**config.mk**
```make
export PLATFORM = sky130hd
export DESIGN_NAME = sys_reset_gen
export DESIGN_NICKNAME = d
export VERILOG_FILES = /design/src/common/soc_pkg.sv /design/src/sys_reset_gen.sv
export VERILOG_INCLUDE_DIRS = /design/src /design/src/common
export SDC_FILE = /design/constraint.sdc
export NUM_CORES = 1
export LEC_CHECK = 0
export BUFFER_PORTS_ARGS = -buffer_cell sky130_fd_sc_hd__buf_2
export CORE_AREA = 2 2 39 41
export CTS_CLUSTER_DIAMETER = 50
export DETAILED_ROUTE_END_ITERATION = 16
export DIE_AREA = 0 0 41 43
export GPL_ROUTABILITY_DRIVEN = 0
export HOLD_SLACK_MARGIN = 0.08
export PLACE_DENSITY = 0.48
export SLEW_MARGIN = 30
export SYNTH_ARGS = -nofsm -noshare
export SYNTH_HDL_FRONTEND = slang
export SYNTH_SLANG_ARGS = --single-unit
export TNS_END_PERCENT = 100
```
**constraint.sdc**
```tcl
create_clock -name clk_i -period 1.5 [get_ports clk_i]
set_clock_uncertainty 0.15 [all_clocks]
set_input_delay 0.075 -clock clk_i [delete_from_list [all_inputs] [get_ports clk_i]]
set_output_delay 0.075 -clock clk_i [all_outputs]
set_load 0.02 [all_outputs]
```
**src/common/soc_consts.svh**
```systemverilog
`ifndef SOC_CONSTS_SVH
`define SOC_CONSTS_SVH

//----------------------------------------------------------------------
// External memory geometry
//----------------------------------------------------------------------

`define MEM_ADDR_W 8                  // Word address bits.
`define MEM_DATA_W 32                 // Bits per word.
`define MEM_DEPTH  (1 << `MEM_ADDR_W) // Words in the array.

//----------------------------------------------------------------------
// Reset sequencing
//----------------------------------------------------------------------

// Cycles the system stays in reset once memory init completes.
`define RST_HOLD_CYCLES 4

`endif

```
**src/common/soc_pkg.sv**
```systemverilog
`include "soc_consts.svh"

package soc_pkg;

   //-------------------------------------------------------------------
   // Bus payload types
   //-------------------------------------------------------------------

   typedef logic [`MEM_ADDR_W-1:0] mem_addr_t; // One word address.
   typedef logic [`MEM_DATA_W-1:0] mem_data_t; // One data word.

   //-------------------------------------------------------------------
   // FSM encodings
   //-------------------------------------------------------------------

   // Reset generator sequence.
   typedef enum logic [1:0] {
      WAIT_INIT = 2'd0,   // Memory still clearing.
      HOLD      = 2'd1,   // Init done, counting hold.
      RUN       = 2'd2    // System released.
   } rst_state_e;

   // External memory mode.
   typedef enum logic {
      CLEARING = 1'b0,    // Zero fill in progress.
      SERVING  = 1'b1     // Normal accesses.
   } mem_state_e;

endpackage

```
**src/sys_reset_gen.sv**
```systemverilog
`include "soc_consts.svh"

module sys_reset_gen (
   input  logic clk_i,        // System clock.
   input  logic reset_i,      // Board reset, sync, active high.
   input  logic init_done_i,  // Memory finished clearing.
   output logic sys_rst_o,    // Reset for the bus fabric.
   output logic ready_o       // System out of reset.
);

   // Counter just wide enough for the hold length.
   localparam int unsigned HOLD_W = $clog2(`RST_HOLD_CYCLES + 1);
   localparam logic [HOLD_W-1:0] HOLD_LAST = HOLD_W'(`RST_HOLD_CYCLES - 1);

   soc_pkg::rst_state_e state_q;      // Sequencer state.
   logic [HOLD_W-1:0]   hold_cnt_q;   // Cycles spent in HOLD.

   //-------------------------------------------------------------------
   // Sequencer
   //-------------------------------------------------------------------

   always_ff @(posedge clk_i) begin
      if (reset_i) begin
         state_q    <= soc_pkg::WAIT_INIT;
         hold_cnt_q <= '0;
         sys_rst_o  <= 1'b1;                       // Held from the first edge.
         ready_o    <= 1'b0;
      end else begin
         case (state_q)
            soc_pkg::WAIT_INIT: begin
               hold_cnt_q <= '0;
               if (init_done_i) state_q <= soc_pkg::HOLD; // Memory usable.
            end
            soc_pkg::HOLD: begin
               if (hold_cnt_q == HOLD_LAST) begin
                  state_q   <= soc_pkg::RUN;        // Hold expired.
                  sys_rst_o <= 1'b0;
                  ready_o   <= 1'b1;
               end else begin
                  hold_cnt_q <= hold_cnt_q + 1'b1;
               end
            end
            default: begin
               sys_rst_o <= 1'b0;                   // Stay released.
               ready_o   <= 1'b1;
            end
         endcase
      end
   end

endmodule

```
==> impl_metrics.ini, run 1 <==
[floorplan]
dieArea_sq_um = 1760
placeableCoreArea_sq_um = 1380
start_util = 0.215
die_h_um = 43
rows = 14
io_pins = 5
die_w_um = 41

[layout]
nFillCells = 145
final_cell_mix = dfxtp_1, buf_2, inv_1, clkbuf_4, buf_4
fin_area_sq_um = 417
final_common_cell = dfxtp_1
finalNonFillerCells = 58
nNetsFinal = 48
diodes = 0
syn_to_final_growth_pct = 39.9
finish.utilization = 0.301
drive_gt1_frac = 0.405

[global_route]
antenna_found_initial = 0
grt_first_pass_wirelength_um = 862
overflow = 0
grt_max_degree = 10
grt_pass1_vias = 226
gr-usage-all-layers = 0.0745

[setup_path]
worstPathRequired_ns = 1.54
path_buf_inv = 0
cp_top_family = adder cells
critPathArrivalTime_ns = 1.50
worst_path_max_delay_cell = or3b_4
start_kind = flop
critPathCaptureType = flop
critPathKind = reg -> reg
cp_max_fo = 3
path_cells = ha_1 > ha_2 > or3b_4 > o22ai_2
cpPeakStageDelay_ns = 0.38

[power_and_ir_drop]
p_int_mw = 0.305
vdd_drop_max_uv = 433
leakagePower_nw = 0.164
power_frac_comb = 0.070
clock_power_share = 0.438
p_sw_frac = 0.230
power.density_nw_per_um2 = 951
p_sw_mw = 0.0913
seq_power_share = 0.493
design_power_total_mw = 0.396

[timing]
finalSetupViolCount = 0
max_slew_margin = 0.864
rsz0062_at_grt = no
finalCritPeriodShare = 0.976
tns_ns = 0
setup_ws_ns = 0.0359
holdWs_ns = 0.297
final_hold_viol_count = 0
tightestPinTransition_ns = 0.203
fmax_mhz = 683
slew_viol_final = 0
period_needed_ns = 1.46

[route]
vias = 239
drc = 0
routed_wl_um = 533
via_per_inst = 4.12
ant_nets = 0
post_drt_wl_per_cell_um = 9.19
drtIter0Drc = 4
firstDrtPassIters = 4

[logic_synthesis]
synth_fp_nets = 35
synth-seq-cells = 7
syn_area_per_cell_sq_um = 9.93
postSynthCellCount = 30
synthDistinctLibCells = 18
yosysWarnings = 0
syn_area_sq_um = 298
synth_edf_count = 0
ys_dominant_reg_cell = dfxtp_1
yosysSeqAreaShare = 0.471
async_flop_share = 0

[clocking]
cts.sinks = 7
clk_latency_ns = 0.25
clk_pin_slew_ns = 0.06
ctsHtreeMaxLevel = 1
cts_setup_buffers = 0
cts_buffer_depth = 2
cts_tree = built
cts_root_buffer = clkbuf_4
cts_made_buffers = 3

[flow_run]
cap_violations = 0

[placed_design]
dpl.hpwl_um = 381
portBuffers = 4
place_area_sq_um = 357
dpl.cell_count = 52
dpl_worst_slack_ns = 0.00821

[outcome]
status = finished, final reports clean

[hold_path]
hold_path.class = reg -> reg
-- state kept, by name, summed over array words and instances, names as in the netlist --
signal / cells
ready_o: 1
hold_cnt_q: 3
sys_rst_o: 1
state_q: 2
-- per-layer routing --
layer  GRT usage  part of all wire  wire length, um  vias up
met4      0.0600                 0                0        0
met1       0.101              0.53              285      107
met3      0.0314             0.043               23        0
met2      0.0875              0.42              225        4
met5           0                 0                0        -
li1            -                 -                -      128
-- cells in the mapped netlist, drive strengths merged (2+ instances only) --
cell,number,area [sq um]
a21oi,2,10.0
dfxtp,7,140
ha,2,25.0
inv,3,11.3
nand2b,2,12.5
or2,2,12.5
-- final cells by class --
type	instances	area, sq um	share of cell area
flip-flops and latches	7	140	0.336
clock inverters	1	5.00	0.0120
inverters	3	11.3	0.0270
clock buffers	3	22.5	0.0541
multi-input cells	19	155	0.372
repair buffers	9	62.6	0.150
well taps	16	20.0	0.0480
-- worst min-delay path: stages, from the launching register on --
cell     delay [ns]
dfxtp_1        0.31
inv_1          0.05
a21oi_1        0.05
-- power groups by stage --
| stage | logic, mW | clock network [mW] | registers [mW] |
|---|---|---|---|
| floorplan | 0.0162 | 0 | 0.198 |
| finish | 0.0276 | 0.173 | 0.195 |
| global route | 0.0305 | 0.190 | 0.196 |
| global placement | 0.0212 | 0 | 0.199 |
| detailed placement | 0.0215 | 0 | 0.199 |
| CTS | 0.0271 | 0.183 | 0.195 |
-- kinds of logic (layout without fill, tap and decap cells) --
kind of cell | after synthesis | after routing | synth area share
and+or+nand+nor | 10 | 10 | 0.214
AOI/OAI and AO/OA | 7 | 7 | 0.181
DFF | 7 | 7 | 0.471
buffers and inverters | 4 | 16 | 0.0504
adders and majority gates | 2 | 2 | 0.0840
-- path summary, 6_finish.rpt --
path / start / to / slack [ns] / depth (start not counted)
min: ready_o$_SDFFE_PP0P_ / ready_o$_SDFFE_PP0P_ / 0.30 / 2
max: hold_cnt_q[0]$_SDFFE_PP0P_ / hold_cnt_q[0]$_SDFFE_PP0P_ / 0.04 / 4
min reg2reg: ready_o$_SDFFE_PP0P_ / ready_o$_SDFFE_PP0P_ / 0.30 / 2
max reg2reg: hold_cnt_q[0]$_SDFFE_PP0P_ / hold_cnt_q[0]$_SDFFE_PP0P_ / 0.04 / 4
-- timing repair --
action / 4_1_cts / 5_1_grt
endpoints found under the hold margin: 6 / 0
resized for setup: 1 / 2
hold buffers: 2 / 0
endpoints found under the setup margin: 1 / 2
Power figures use the tool's default switching activity.
==> run 2, diff against run 1 <==
--- a/config.mk
+++ b/config.mk
@@ -13,7 +13,7 @@
 export DIE_AREA = 0 0 41 43
 export GPL_ROUTABILITY_DRIVEN = 0
 export HOLD_SLACK_MARGIN = 0.08
-export PLACE_DENSITY = 0.48
+export PLACE_DENSITY = 0.47
 export SLEW_MARGIN = 30
 export SYNTH_ARGS = -nofsm -noshare
 export SYNTH_HDL_FRONTEND = slang
==> constraint.sdc (replaced) <==
create_clock -name clk_i -period 1.58 [get_ports clk_i]
set_clock_uncertainty 0.15 [all_clocks]
set_input_delay 0.079 -clock clk_i [delete_from_list [all_inputs] [get_ports clk_i]]
set_output_delay 0.079 -clock clk_i [all_outputs]
set_load 0.02 [all_outputs]
==> impl_metrics.ini, run 2 (synthesized netlist as in run 1, its figures left out) <==
[route]
drtIter0Drc = 2
vias = 259
drc = 0
via_per_inst = 4.63
routed_wl_um = 594
ant_nets = 0
post_drt_wl_per_cell_um = 10.6
firstDrtPassIters = 2

[hold_path]
min_from = sys_rst_o$_SDFFE_PP1P_
hold_path.class = reg -> reg

[power_and_ir_drop]
seq_power_share = 0.504
p_sw_mw = 0.0765
p_sw_frac = 0.207
power_frac_comb = 0.072
power.density_nw_per_um2 = 940
leakagePower_nw = 0.151
clock_power_share = 0.424
vdd_drop_max_uv = 349
p_int_mw = 0.293

[global_route]
gr-usage-all-layers = 0.0835
antenna_found_initial = 0
grt_max_degree = 10
grt_first_pass_wirelength_um = 959
grt_pass1_vias = 263
overflow = 0

[floorplan]
placeableCoreArea_sq_um = 1380
die_h_um = 43
start_util = 0.215
die_w_um = 41
dieArea_sq_um = 1760
io_pins = 5
rows = 14

[setup_path]
critPathCaptureType = flop
cp-startpoint = hold_cnt_q[0]$_SDFFE_PP0P_
start_kind = flop
critPathKind = reg -> reg
critPathArrivalTime_ns = 1.51
cp_max_fo = 5
rr_startpoint = hold_cnt_q[0]$_SDFFE_PP0P_
worstPathRequired_ns = 1.58

[timing]
slew_viol_final = 0
finalSetupViolCount = 0
max_slew_margin = 0.838
finalCritPeriodShare = 0.957
rsz0062_at_grt = no
period_needed_ns = 1.51
final_hold_viol_count = 0
tightestPinTransition_ns = 0.242
fmax_mhz = 661
tns_ns = 0

[layout]
nNetsFinal = 46
regMostFlops = hold_cnt_q
syn_to_final_growth_pct = 31.9
drive_gt1_frac = 0.325
diodes = 0
final_common_cell = dfxtp_1
final_cell_mix = dfxtp_1, buf_2, inv_1, clkbuf_4
largest_reg_flops = 3
fin_area_sq_um = 393
top_regs = hold_cnt_q (3), state_q (2)

[outcome]
status = finished, final reports clean

[placed_design]
dpl.hpwl_um = 447
place_area_sq_um = 342
portBuffers = 4

[clocking]
cts_setup_buffers = 0
cts_root_buffer = clkbuf_4
cts_made_buffers = 3
cts_tree = built
clk_pin_slew_ns = 0.05
ctsHtreeMaxLevel = 1
cts_buffer_depth = 2
cts.sinks = 7
clk_latency_ns = 0.25

[flow_run]
cap_violations = 0
[run 2: cell types whose count changed in the layout (fill, tap and decap cells not counted)]
cell,previous run,this run
o32ai_1,0,1
o32ai_2,1,0
buf_4,3,1
clkinv_2,1,0
clkbuf_1,0,1
[run 2: power by group through the flow]
stage / clock network [mW] / logic [mW] / registers (mW)
after floorplan: 0 / 0.0154 / 0.188
after global placement: 0 / 0.0191 / 0.189
after detailed placement: 0 / 0.0211 / 0.189
after CTS: 0.161 / 0.0264 / 0.186
after global routing: 0.174 / 0.0284 / 0.186
final: 0.157 / 0.0266 / 0.186
[run 2: worst max-delay path: stages (launching register included)]
cell,delay [ns]
dfxtp_1,0.32
ha_1,0.21
ha_2,0.20
or3b_4,0.39
o32ai_1,0.14
[run 2: final timing paths]
| path | endpoint | slack, ns | cells after the start |
|---|---|---|---|
| worst max register to register | hold_cnt_q[2]$_SDFFE_PP0P_ | 0.07 | 4 |
| worst min-delay path | sys_rst_o$_SDFFE_PP1P_ | 0.30 | 1 |
| worst max-delay path | hold_cnt_q[2]$_SDFFE_PP0P_ | 0.07 | 4 |
| worst min register to register | sys_rst_o$_SDFFE_PP1P_ | 0.30 | 1 |
[run 2: metrics by stage]
| stage | instances | total power, mW | setup WS, ns | util | hold WS [ns] |
|---|---|---|---|---|---|
| final | 56 | 0.369 | 0.0673 | 0.284 | 0.304 |
| after global routing | 56 | 0.389 | 0.0180 | 0.284 | 0.325 |
| after CTS | 56 | 0.373 | 0.0153 | 0.282 | 0.309 |
| after detailed placement | 50 | 0.210 | 0.00928 | 0.247 | 0.214 |
| after global placement | 50 | 0.208 | 0.0773 | 0.247 | 0.191 |
| after floorplan | 30 | 0.204 | 0.130 | - | 0.104 |
[run 2: what timing repair did]
item / CTS / global route
endpoints found under the hold margin: 6 / 0
resized for setup: 1 / 1
endpoints found under the setup margin: 1 / 2
pin swaps: 0 / 0
hold buffers: 2 / 0
[run 2: per-layer routing]
metal,part of all wire,GRT usage,vias to the layer above,routed length (um)
met2,0.60,0.150,6,355
li1,-,-,126,-
met5,0,0,-,0
met4,0.029,0.0800,0,17
met3,0.035,0.0157,4,21
met1,0.34,0.0647,123,200
[run 2: cell type report]
class / count / area, sq um
repair buffers: 7 / 47.5
fillers: 143 / 991
well taps: 16 / 20.0
clock buffers: 4 / 26.3
flip-flops and latches: 7 / 140
multi-input cells: 19 / 148
inverters: 3 / 11.3
