`config.mk`:
```
export PLATFORM = sky130hd
export DESIGN_NAME = mem_arbiter
export DESIGN_NICKNAME = d
export VERILOG_FILES = /design/src/common/soc_pkg.sv /design/src/mem_arbiter/mem_arbiter.sv
export VERILOG_INCLUDE_DIRS = /design/src /design/src/common
export SDC_FILE = /design/constraint.sdc
export NUM_CORES = 1
export LEC_CHECK = 0
export ABC_CLOCK_PERIOD_IN_PS = 1530
export BUFFER_PORTS_ARGS = -buffer_cell sky130_fd_sc_hd__buf_2
export CAP_MARGIN = 20
export CORE_UTILIZATION = 45
export DETAILED_ROUTE_END_ITERATION = 10
export GPL_ROUTABILITY_DRIVEN = 0
export PLACE_DENSITY = 0.79
export SLEW_MARGIN = 20
export SYNTH_ARGS = -nofsm -noshare
export SYNTH_HDL_FRONTEND = slang
export SYNTH_SLANG_ARGS = --single-unit
```
`constraint.sdc`:
```
create_clock -name clk_i -period 1.53 [get_ports clk_i]
set_input_delay 0.2295 -clock clk_i [delete_from_list [all_inputs] [get_ports clk_i]]
set_output_delay 0.2295 -clock clk_i [all_outputs]
set_load 0.05 [all_outputs]
```
`src/common/soc_consts.svh`:
```
`ifndef SOC_CONSTS_SVH
`define SOC_CONSTS_SVH

//----------------------------------------------------------------------
// External memory geometry
//----------------------------------------------------------------------

`define MEM_ADDR_W 8                  // Word address bits.
`define MEM_DATA_W 32                 // Bits per word.
`define MEM_DEPTH  (1 << `MEM_ADDR_W) // Words in the array.

//----------------------------------------------------------------------
// Reset sequencing
//----------------------------------------------------------------------

// Cycles the system stays in reset once memory init completes.
`define RST_HOLD_CYCLES 4

`endif

```
`src/common/soc_pkg.sv`:
```
`include "soc_consts.svh"

package soc_pkg;

   //-------------------------------------------------------------------
   // Bus payload types
   //-------------------------------------------------------------------

   typedef logic [`MEM_ADDR_W-1:0] mem_addr_t; // One word address.
   typedef logic [`MEM_DATA_W-1:0] mem_data_t; // One data word.

   //-------------------------------------------------------------------
   // FSM encodings
   //-------------------------------------------------------------------

   // Reset generator sequence.
   typedef enum logic [1:0] {
      WAIT_INIT = 2'd0,   // Memory still clearing.
      HOLD      = 2'd1,   // Init done, counting hold.
      RUN       = 2'd2    // System released.
   } rst_state_e;

   // External memory mode.
   typedef enum logic {
      CLEARING = 1'b0,    // Zero fill in progress.
      SERVING  = 1'b1     // Normal accesses.
   } mem_state_e;

endpackage

```
`src/mem_arbiter/mem_arbiter.sv`:
```
module mem_arbiter (
   input  logic               clk_i,          // System clock.
   input  logic               sys_rst_i,      // Fabric reset.
   // Master port A.
   input  logic               port_a_req_i,   // One-cycle strobe.
   input  logic               port_a_we_i,    // Write enable.
   input  soc_pkg::mem_addr_t port_a_addr_i,  // Word address.
   input  soc_pkg::mem_data_t port_a_wdata_i, // Write data.
   output logic               port_a_done_o,  // One-cycle completion.
   output soc_pkg::mem_data_t port_a_rdata_o, // Valid with done.
   // Master port B.
   input  logic               port_b_req_i,
   input  logic               port_b_we_i,
   input  soc_pkg::mem_addr_t port_b_addr_i,
   input  soc_pkg::mem_data_t port_b_wdata_i,
   output logic               port_b_done_o,
   output soc_pkg::mem_data_t port_b_rdata_o,
   // Memory side.
   output logic               mem_en_o,       // Access this cycle.
   output logic               mem_we_o,       // Write this cycle.
   output soc_pkg::mem_addr_t mem_addr_o,
   output soc_pkg::mem_data_t mem_wdata_o,
   input  soc_pkg::mem_data_t mem_rdata_i     // Old word, one cycle later.
);

   logic               pend_a_q, pend_b_q;            // Request waiting.
   logic               pend_a_we_q, pend_b_we_q;      // Captured write enables.
   soc_pkg::mem_addr_t pend_a_addr_q, pend_b_addr_q;  // Captured addresses.
   soc_pkg::mem_data_t pend_a_wdata_q, pend_b_wdata_q;
   logic               ptr_q;        // 0 favors A, 1 favors B.
   logic               gnt_a, gnt_b; // Winner this cycle.
   logic               contend;      // Both ports waiting.
   logic               iss_port_q;   // Port behind mem_en_o, 1 is B.
   logic               rsp_valid_q;  // Memory data valid now.
   logic               rsp_port_q;   // Port owning the data.

   //-------------------------------------------------------------------
   // Request capture
   //-------------------------------------------------------------------

   always_ff @(posedge clk_i) begin
      if (sys_rst_i) begin
         pend_a_q <= 1'b0;                       // Strobes in reset dropped.
         pend_b_q <= 1'b0;
      end else begin
         if (port_a_req_i)  pend_a_q <= 1'b1;
         else if (gnt_a)    pend_a_q <= 1'b0;    // Issued to memory.
         if (port_b_req_i)  pend_b_q <= 1'b1;
         else if (gnt_b)    pend_b_q <= 1'b0;
      end
   end

   always_ff @(posedge clk_i) begin
      if (port_a_req_i) begin
         pend_a_we_q    <= port_a_we_i;
         pend_a_addr_q  <= port_a_addr_i;
         pend_a_wdata_q <= port_a_wdata_i;
      end
      if (port_b_req_i) begin
         pend_b_we_q    <= port_b_we_i;
         pend_b_addr_q  <= port_b_addr_i;
         pend_b_wdata_q <= port_b_wdata_i;
      end
   end

   //-------------------------------------------------------------------
   // Round-robin grant
   //-------------------------------------------------------------------

   assign contend = pend_a_q & pend_b_q;
   assign gnt_a   = pend_a_q & (~pend_b_q | ~ptr_q); // Alone, or favored.
   assign gnt_b   = pend_b_q & (~pend_a_q | ptr_q);

   // Pointer only turns on a real contest, away from the winner.
   always_ff @(posedge clk_i) begin
      if (sys_rst_i)    ptr_q <= 1'b0;           // A first after reset.
      else if (contend) ptr_q <= gnt_a;
   end

   //-------------------------------------------------------------------
   // Issue and response tracking
   //-------------------------------------------------------------------

   always_ff @(posedge clk_i) begin
      if (sys_rst_i) begin
         mem_en_o    <= 1'b0;
         mem_we_o    <= 1'b0;
         iss_port_q  <= 1'b0;
         rsp_valid_q <= 1'b0;
         rsp_port_q  <= 1'b0;
      end else begin
         mem_en_o    <= gnt_a | gnt_b;
         mem_we_o    <= gnt_b ? pend_b_we_q : (gnt_a & pend_a_we_q);
         iss_port_q  <= gnt_b;
         rsp_valid_q <= mem_en_o;                // Memory answers next cycle.
         rsp_port_q  <= iss_port_q;
      end
   end

   always_ff @(posedge clk_i) begin
      mem_addr_o  <= gnt_b ? pend_b_addr_q  : pend_a_addr_q;
      mem_wdata_o <= gnt_b ? pend_b_wdata_q : pend_a_wdata_q;
   end

   assign port_a_done_o  = rsp_valid_q & ~rsp_port_q;
   assign port_b_done_o  = rsp_valid_q & rsp_port_q;
   assign port_a_rdata_o = mem_rdata_i;          // Shared return path.
   assign port_b_rdata_o = mem_rdata_i;

endmodule

```
==> results of run 1 <==
## synth_stat cells (2+ instances only)
master | number | area share (%)
edfxtp_1 | 82 | 54
nor2_1 | 6 | 0.49
nor2b_1 | 3 | 0.41
mux2_2 | 32 | 7.9
buf_6 | 4 | 0.99
nand2_1 | 2 | 0.17
a31oi_1 | 2 | 0.27
mux2_4 | 8 | 2.6
buf_4 | 64 | 11
inv_1 | 2 | 0.17
dfxtp_1 | 48 | 21
## placed cells by master, fill, tap and decap left out, types with 6 or more instances in the layout
cell / netlist / final
clkbuf_16: 0 / 16
edfxtp_1: 82 / 82
buf_2: 0 / 129
mux2_2: 32 / 32
mux2_4: 8 / 8
nor2_1: 6 / 6
dlygate4sd3_1: 0 / 82
dfxtp_1: 48 / 48
clkbuf_1: 1 / 6
## cell families (layout without fill, tap and decap cells)
| family | after synthesis | after routing | share of synthesized area, % |
|---|---|---|---|
| AND/OR/NAND/NOR | 14 | 14 | 1.457 |
| buffers and inverters | 71 | 248 | 11.80 |
| flip-flops | 130 | 130 | 75.23 |
| multiplexers | 40 | 40 | 10.56 |
| XOR/XNOR | 1 | 1 | 0.1925 |
| AO/OA/AOI/OAI | 4 | 4 | 0.7700 |
## registers in the layout, summed over array words and instances, names as in the netlist
| register | flops |
|---|---|
| mem_wdata_o | 32 |
| pend_a_wdata_q | 32 |
| pend_b_wdata_q | 32 |
| mem_addr_o | 8 |
| pend_a_addr_q | 8 |
| pend_b_addr_q | 8 |
| iss_port_q | 1 |
| mem_en_o | 1 |
| mem_we_o | 1 |
| pend_a_q | 1 |
| pend_a_we_q | 1 |
| pend_b_q | 1 |
| pend_b_we_q | 1 |
| ptr_q | 1 |
| rsp_port_q | 1 |
| rsp_valid_q | 1 |
## per-stage QoR
step                      worst slack (ns)  std cells  total power, µW  cell area (µm²)  hold slack (ns)
after detailed placement            0.1533        457             5127             4913           0.4076
after global placement              0.2038        457             5103             4913           0.4070
after global routing               0.01534        570             9267             6279         0.009367
final                               0.1125        570             8948             6279          0.03154
after floorplan                     0.2515        260             5248             4551           0.3284
after CTS                          0.07884        570             8978             6279        0.0003512
## worst max path at each step
stage,to,slack [ns],depth (start not counted)
detailed placement,mem_wdata_o[17],0.15,4
global route,port_a_done_o,0.02,2
CTS,port_a_done_o,0.08,2
finish,port_a_done_o,0.11,2
floorplan,mem_addr_o[0],0.25,4
global placement,mem_wdata_o[19],0.20,4
## worst register-to-register path: stages (launching register included)
cell and delay (ns):
dfxtp_1 0.41, inv_1 0.10, o21ai_4 0.20, buf_12 0.21
mux2_2 0.37
## power by group through the flow
stage / registers [µW] / clock network (µW) / logic [µW]
finish: 4140 / 3710 / 1100
global route: 4160 / 3950 / 1150
CTS: 4140 / 3750 / 1090
detailed placement: 4200 / 0 / 924
global placement: 4200 / 0 / 907
floorplan: 4610 / 0 / 635
## area by class of cell
| class | instances | area, µm² |
|---|---|---|
| Clock buffer | 25 | 464.2 |
| Clock inverter | 6 | 80.08 |
| Fill cell | 658 | 3496 |
| Inverter | 2 | 7.507 |
| Multi-Input combinational cell | 59 | 590.6 |
| Sequential cell | 130 | 3423 |
| Tap cell | 133 | 166.4 |
| Timing Repair Buffer | 215 | 1546 |
## routing by layer
layer  part of all wire [%]  track usage (%)  wire [µm]  vias to the layer above
met3                    7.8            7.458        768                       25
met2                     56            34.72       5535                      160
met5                      0                0          0                        -
met1                     33            19.13       3281                     1201
li1                       -                -          -                     1189
met4                    2.2            9.121        212                        0
==> impl_metrics.csv, run 1 <==
group,metric,value,unit
run_status,outcome,"finished, final reports clean",
floorplan,coreArea,9774,µm²
global_routing,grt_usage,19.14,%
floorplan,dieArea,10520,µm²
timing,fin_worst_skew,0.01009,ns
logic_synthesis,yosys.cell_types.count,18,
logic_synthesis,ys_async_sr_fraction,0,%
setup_path,start_kind,"register",
detailed_routing,ant_nets,0,
global_routing,grt_pass1_wl,14.01,mm
min_path,min-delay-start,"sys_rst_i",
place,io_buffers,129,
floorplan,start_util,46.56,%
timing,finalMaxSlewViolations,0,
logic_synthesis,syn_inst,260,
logic_synthesis,yosysSeqAreaShare,75.23,%
setup_path,critPathKind,"register to output port",
min_path,timing.hold.worst_path_depth,2,
setup_path,reg2reg_depth,4,
setup_path,startpoint,"rsp_valid_q",
finish,synthToLayoutAreaGrowth,37.97,%
clock_tree,cts.path.max_buffers,2,
timing,fin_crit_sh,92.65,%
clock_tree,cts_resized,0,
place,dpl.hpwl,5.220,mm
clock_tree,post-cts-setup-buffers,0,
pwr,leakage,0.002615,µW
floorplan,fp.dieH,102.6,µm
timing,setup-tns-final,0,ns
clock_tree,ctsHoldBuffers,82,
floorplan,ios,226,
clock_tree,cts_tree,"yes",
detailed_routing,wl_per_cell,17.19,µm
min_path,hold_class,"input pin to register",
setup_path,critical-path-slowest-cell,"dfxtp_1",
detailed_routing,drt_wl_total,9.797,mm
clock_tree,cts_max_level,4,
setup_path,worst-path-buf-inv,1,
pwr,p_int,6873,µW
clock_tree,clock_sinks,130,
setup_path,path_delay_family,"flip-flops",
setup_path,r2r-end,"mem_wdata_o[3]",
logic_synthesis,syn_area,4551,µm²
global_routing,grt_overflow,0,
finish,final_nets,543,
logic_synthesis,synth_edf_count,82,
finish,antenna_cells,0,
timing,final-hold-violation-count,0,
pwr,power_density,1425,nW/µm²
detailed_routing,dr.pass1.iters,4,
logic_synthesis,syn_nets,378,
global_routing,antenna_found_initial,0,
timing,fmax,0.7055,GHz
clock_tree,clk-insertion-delay-late,0.50,ns
floorplan,num_rows,36,
timing,tightest_slew,0.2769,ns
setup_path,crit_required,1.30,ns
pwr,power_frac_comb,12.3,%
pwr,power_frac_clock,41.5,%
clock_tree,cts_buffers,17,
setup_path,critPathMaxFanout,2,
logic_synthesis,synth-seq-cells,130,
global_routing,grt_max_degree,43,
logic_synthesis,yosys_warnings,0,
setup_path,critPathArrivalTime,1.19,ns
pwr,swShare,23.18,%
setup_path,worstPathCellList,"nor2b_1 > buf_2",
finish,drive_gt1_share,45.54,%
global_routing,grt_pass1_vias,2677,
finish,final_util,64.23,%
logic_synthesis,ys.flop_type,"edfxtp_1",
timing,setup_viol,0,
timing,grt_setup_unrepaired,"false",
setup_path,slowest_delay,0.31,ns
detailed_routing,vias,2575,
setup_path,critPathCaptureType,"output port",
floorplan,die_w,102.6,µm
job,max-cap-violations,0,
timing,relSlewSlack,81.54,%
logic_synthesis,avgSynthCellArea,17.50,µm²
setup_path,r2r-start,"pend_a_q",
detailed_routing,remaining_drc_errors,0,
min_path,hold_end,"rsp_port_q",
timing,finalCriticalPeriod,1.418,ns
pwr,ir_drop,945.0,µV
pwr,switching_power,2074,µW
clock_tree,cts.reportedPaths.clkPinSlew,0.06,ns
detailed_routing,drt_iter0_markers,73,
setup_path,regToRegSetupSlack,0.13,ns
clock_tree,cts_root_buf,"clkbuf_8",
pwr,p_seq_share,46.2,%
detailed_routing,viasPerCell,4.518,
No activity file was read; power rests on OpenSTA's default activity.
==> inputs of run 2 (changes only) <==
--- a/config.mk
+++ b/config.mk
@@ -13,6 +13,7 @@
 export DETAILED_ROUTE_END_ITERATION = 10
 export GPL_ROUTABILITY_DRIVEN = 0
 export PLACE_DENSITY = 0.79
+export REMOVE_ABC_BUFFERS = 1
 export SLEW_MARGIN = 20
 export SYNTH_ARGS = -nofsm -noshare
 export SYNTH_HDL_FRONTEND = slang
==> run 2 against run 1 <==
Against the previous run: final area increased by 1.2%; flip-flop and latch count unchanged; sequential power about the same; critical endpoint is now mem_addr_o[1]; largest cell class unchanged; final cell count increased by 0.35%; worst setup slack got worse by 0.00095 ns; critical path type is now register to register; highest routed layer is now met5; wire length increased by 17%; critical path depth increased by 2; total power increased by 4.2%; combinational power about the same; global-route usage increased by 3.4 points; clock-buffer cell count decreased by 6; fmax about the same.
==> impl_metrics.csv, run 2 (same netlist as run 1, synthesis figures left out) <==
group,metric,value,unit
place,dpl.hpwl,6.812,mm
floorplan,start_util,46.56,%
finish,final_nets,544,
timing,finalMaxSlewViolations,0,
detailed_routing,drt_iter0_markers,68,
floorplan,fp.dieH,102.6,µm
clock_tree,cts_buffers,17,
clock_tree,cts_root_buf,"clkbuf_8",
timing,fmax,0.7050,GHz
finish,synthToLayoutAreaGrowth,39.62,%
pwr,ir_drop,1035,µV
global_routing,grt_usage,22.56,%
global_routing,antenna_found_initial,0,
pwr,switching_power,2191,µW
pwr,power_density,1468,nW/µm²
clock_tree,clock_sinks,130,
finish,antenna_cells,0,
global_routing,grt_max_degree,43,
setup_path,critPathKind,"register to register",
detailed_routing,dr.pass1.iters,4,
run_status,outcome,"finished, final reports clean",
timing,finalCriticalPeriod,1.418,ns
clock_tree,cts_max_level,4,
detailed_routing,wl_per_cell,20.06,µm
setup_path,crit_required,1.92,ns
setup_path,start_kind,"register",
pwr,power_frac_comb,11.8,%
finish,final_common_cell,"buf_2",
job,max-cap-violations,0,
finish,final_cell_mix,"128 x buf_2, 83 x dlygate4sd3_1, 82 x edfxtp_1",
clock_tree,cts_tree,"yes",
timing,tightest_slew,0.2828,ns
pwr,p_int,7136,µW
finish,final_cells,572,
detailed_routing,vias,2649,
pwr,power_frac_clock,43.8,%
floorplan,die_w,102.6,µm
pwr,swShare,23.49,%
timing,setup_viol,0,
clock_tree,post-cts-setup-buffers,0,
floorplan,coreArea,9774,µm²
detailed_routing,remaining_drc_errors,0,
pwr,leakage,0.002641,µW
timing,fin_worst_skew,0.01536,ns
setup_path,critPathCaptureType,"register",
place,dp_cells,457,
timing,relSlewSlack,81.15,%
floorplan,dieArea,10520,µm²
global_routing,grt_pass1_wl,16.12,mm
timing,setup-tns-final,0,ns
detailed_routing,ant_nets,0,
floorplan,ios,226,
finish,fillers,683,
finish,drive_gt1_share,46.47,%
floorplan,num_rows,36,
min_path,hold_class,"input pin to register",
clock_tree,clk-insertion-delay-late,0.51,ns
setup_path,critPathMaxFanout,24,
detailed_routing,viasPerCell,4.631,
place,io_buffers,129,
setup_path,critPathArrivalTime,1.81,ns
global_routing,grt_pass1_vias,2846,
timing,fin_crit_sh,92.71,%
global_routing,grt_overflow,0,
clock_tree,cts.path.max_buffers,2,
pwr,p_total,9327,µW
detailed_routing,drt_wl_total,11.48,mm
clock_tree,cts.reportedPaths.clkPinSlew,0.06,ns
finish,top_regs,"mem_wdata_o (32), pend_a_wdata_q (32), pend_b_wdata_q (32)",
timing,final-hold-violation-count,0,
timing,grt_setup_unrepaired,"false",
pwr,p_seq_share,44.4,%
==> run 2: changes by cell type in the layout (fill, tap and decap cells not counted), sizes merged <==
cell / delta
clkinvlp: +2
dlygate4sd3: +1
bufinv: +2
buf: -1
clkbuf: -5
inv: +1
clkinv: +2
==> run 2: layout make-up <==
type / count / area [µm²] / area share [%]
Clock buffer: 19 / 421.7 / 6.636
Inverter: 2 / 7.507 / 0.1182
Clock inverter: 13 / 185.2 / 2.915
Tap cell: 133 / 166.4 / 2.619
Timing Repair Buffer: 216 / 1559 / 24.54
Sequential cell: 130 / 3423 / 53.88
Multi-Input combinational cell: 59 / 590.6 / 9.295
==> run 2: worst paths after layout <==
kind | startpoint | end | slack [ns] | cells after the start
worst max-delay path | pend_a_q | mem_addr_o[1] | 0.11 | 4
worst min-delay path | port_b_req_i | pend_b_wdata_q[17] | 0.21 | 2
worst max register to register | pend_a_q | mem_addr_o[1] | 0.11 | 4
worst min register to register | iss_port_q | rsp_port_q | 0.45 | 1
==> run 2: power by group through the flow <==
stage	combinational (µW)	clock, µW	sequential [µW]
finish	1100	4090	4140
detailed placement	927	0	4210
global route	1160	4320	4170
CTS	1090	4160	4140
global placement	913	0	4190
floorplan	169	0	4610
==> run 2: layer usage <==
layer  up-vias  global-route usage, %  share of wire, %  wire length [µm]
met2       187                  34.51                46              5306
li1       1187                      -                 -                 -
met4         2                  7.253               1.1               127
met1      1259                  22.78                37              4198
met3        14                  17.63                16              1780
met5         -                  10.10              0.54                62
==> run 2: critical path, stage by stage, from the launching register on <==
cell and delay, ns:
dfxtp_1 0.42, inv_1 0.10, o21ai_4 0.20, buf_12 0.22, mux2_2 0.36
==> run 2: through the flow <==
step                hold slack, ns  utilization, %  worst slack [ns]  instance area [µm²]
detailed placement          0.4076           50.27           0.08880                 4913
global placement            0.4066           50.27            0.1817                 4913
CTS                         0.1986           64.98           0.07042                 6351
floorplan                   0.3011               -           -0.2450                 4021
finish                      0.2122           65.00            0.1115                 6354
global route                0.2013           65.00           0.02380                 6354
==> run 2: timing repair <==
item	in CTS	in global routing
setup endpoints to repair	0	1
hold buffers	83	0
gates resized for setup	0	1
hold endpoints to repair	88	0
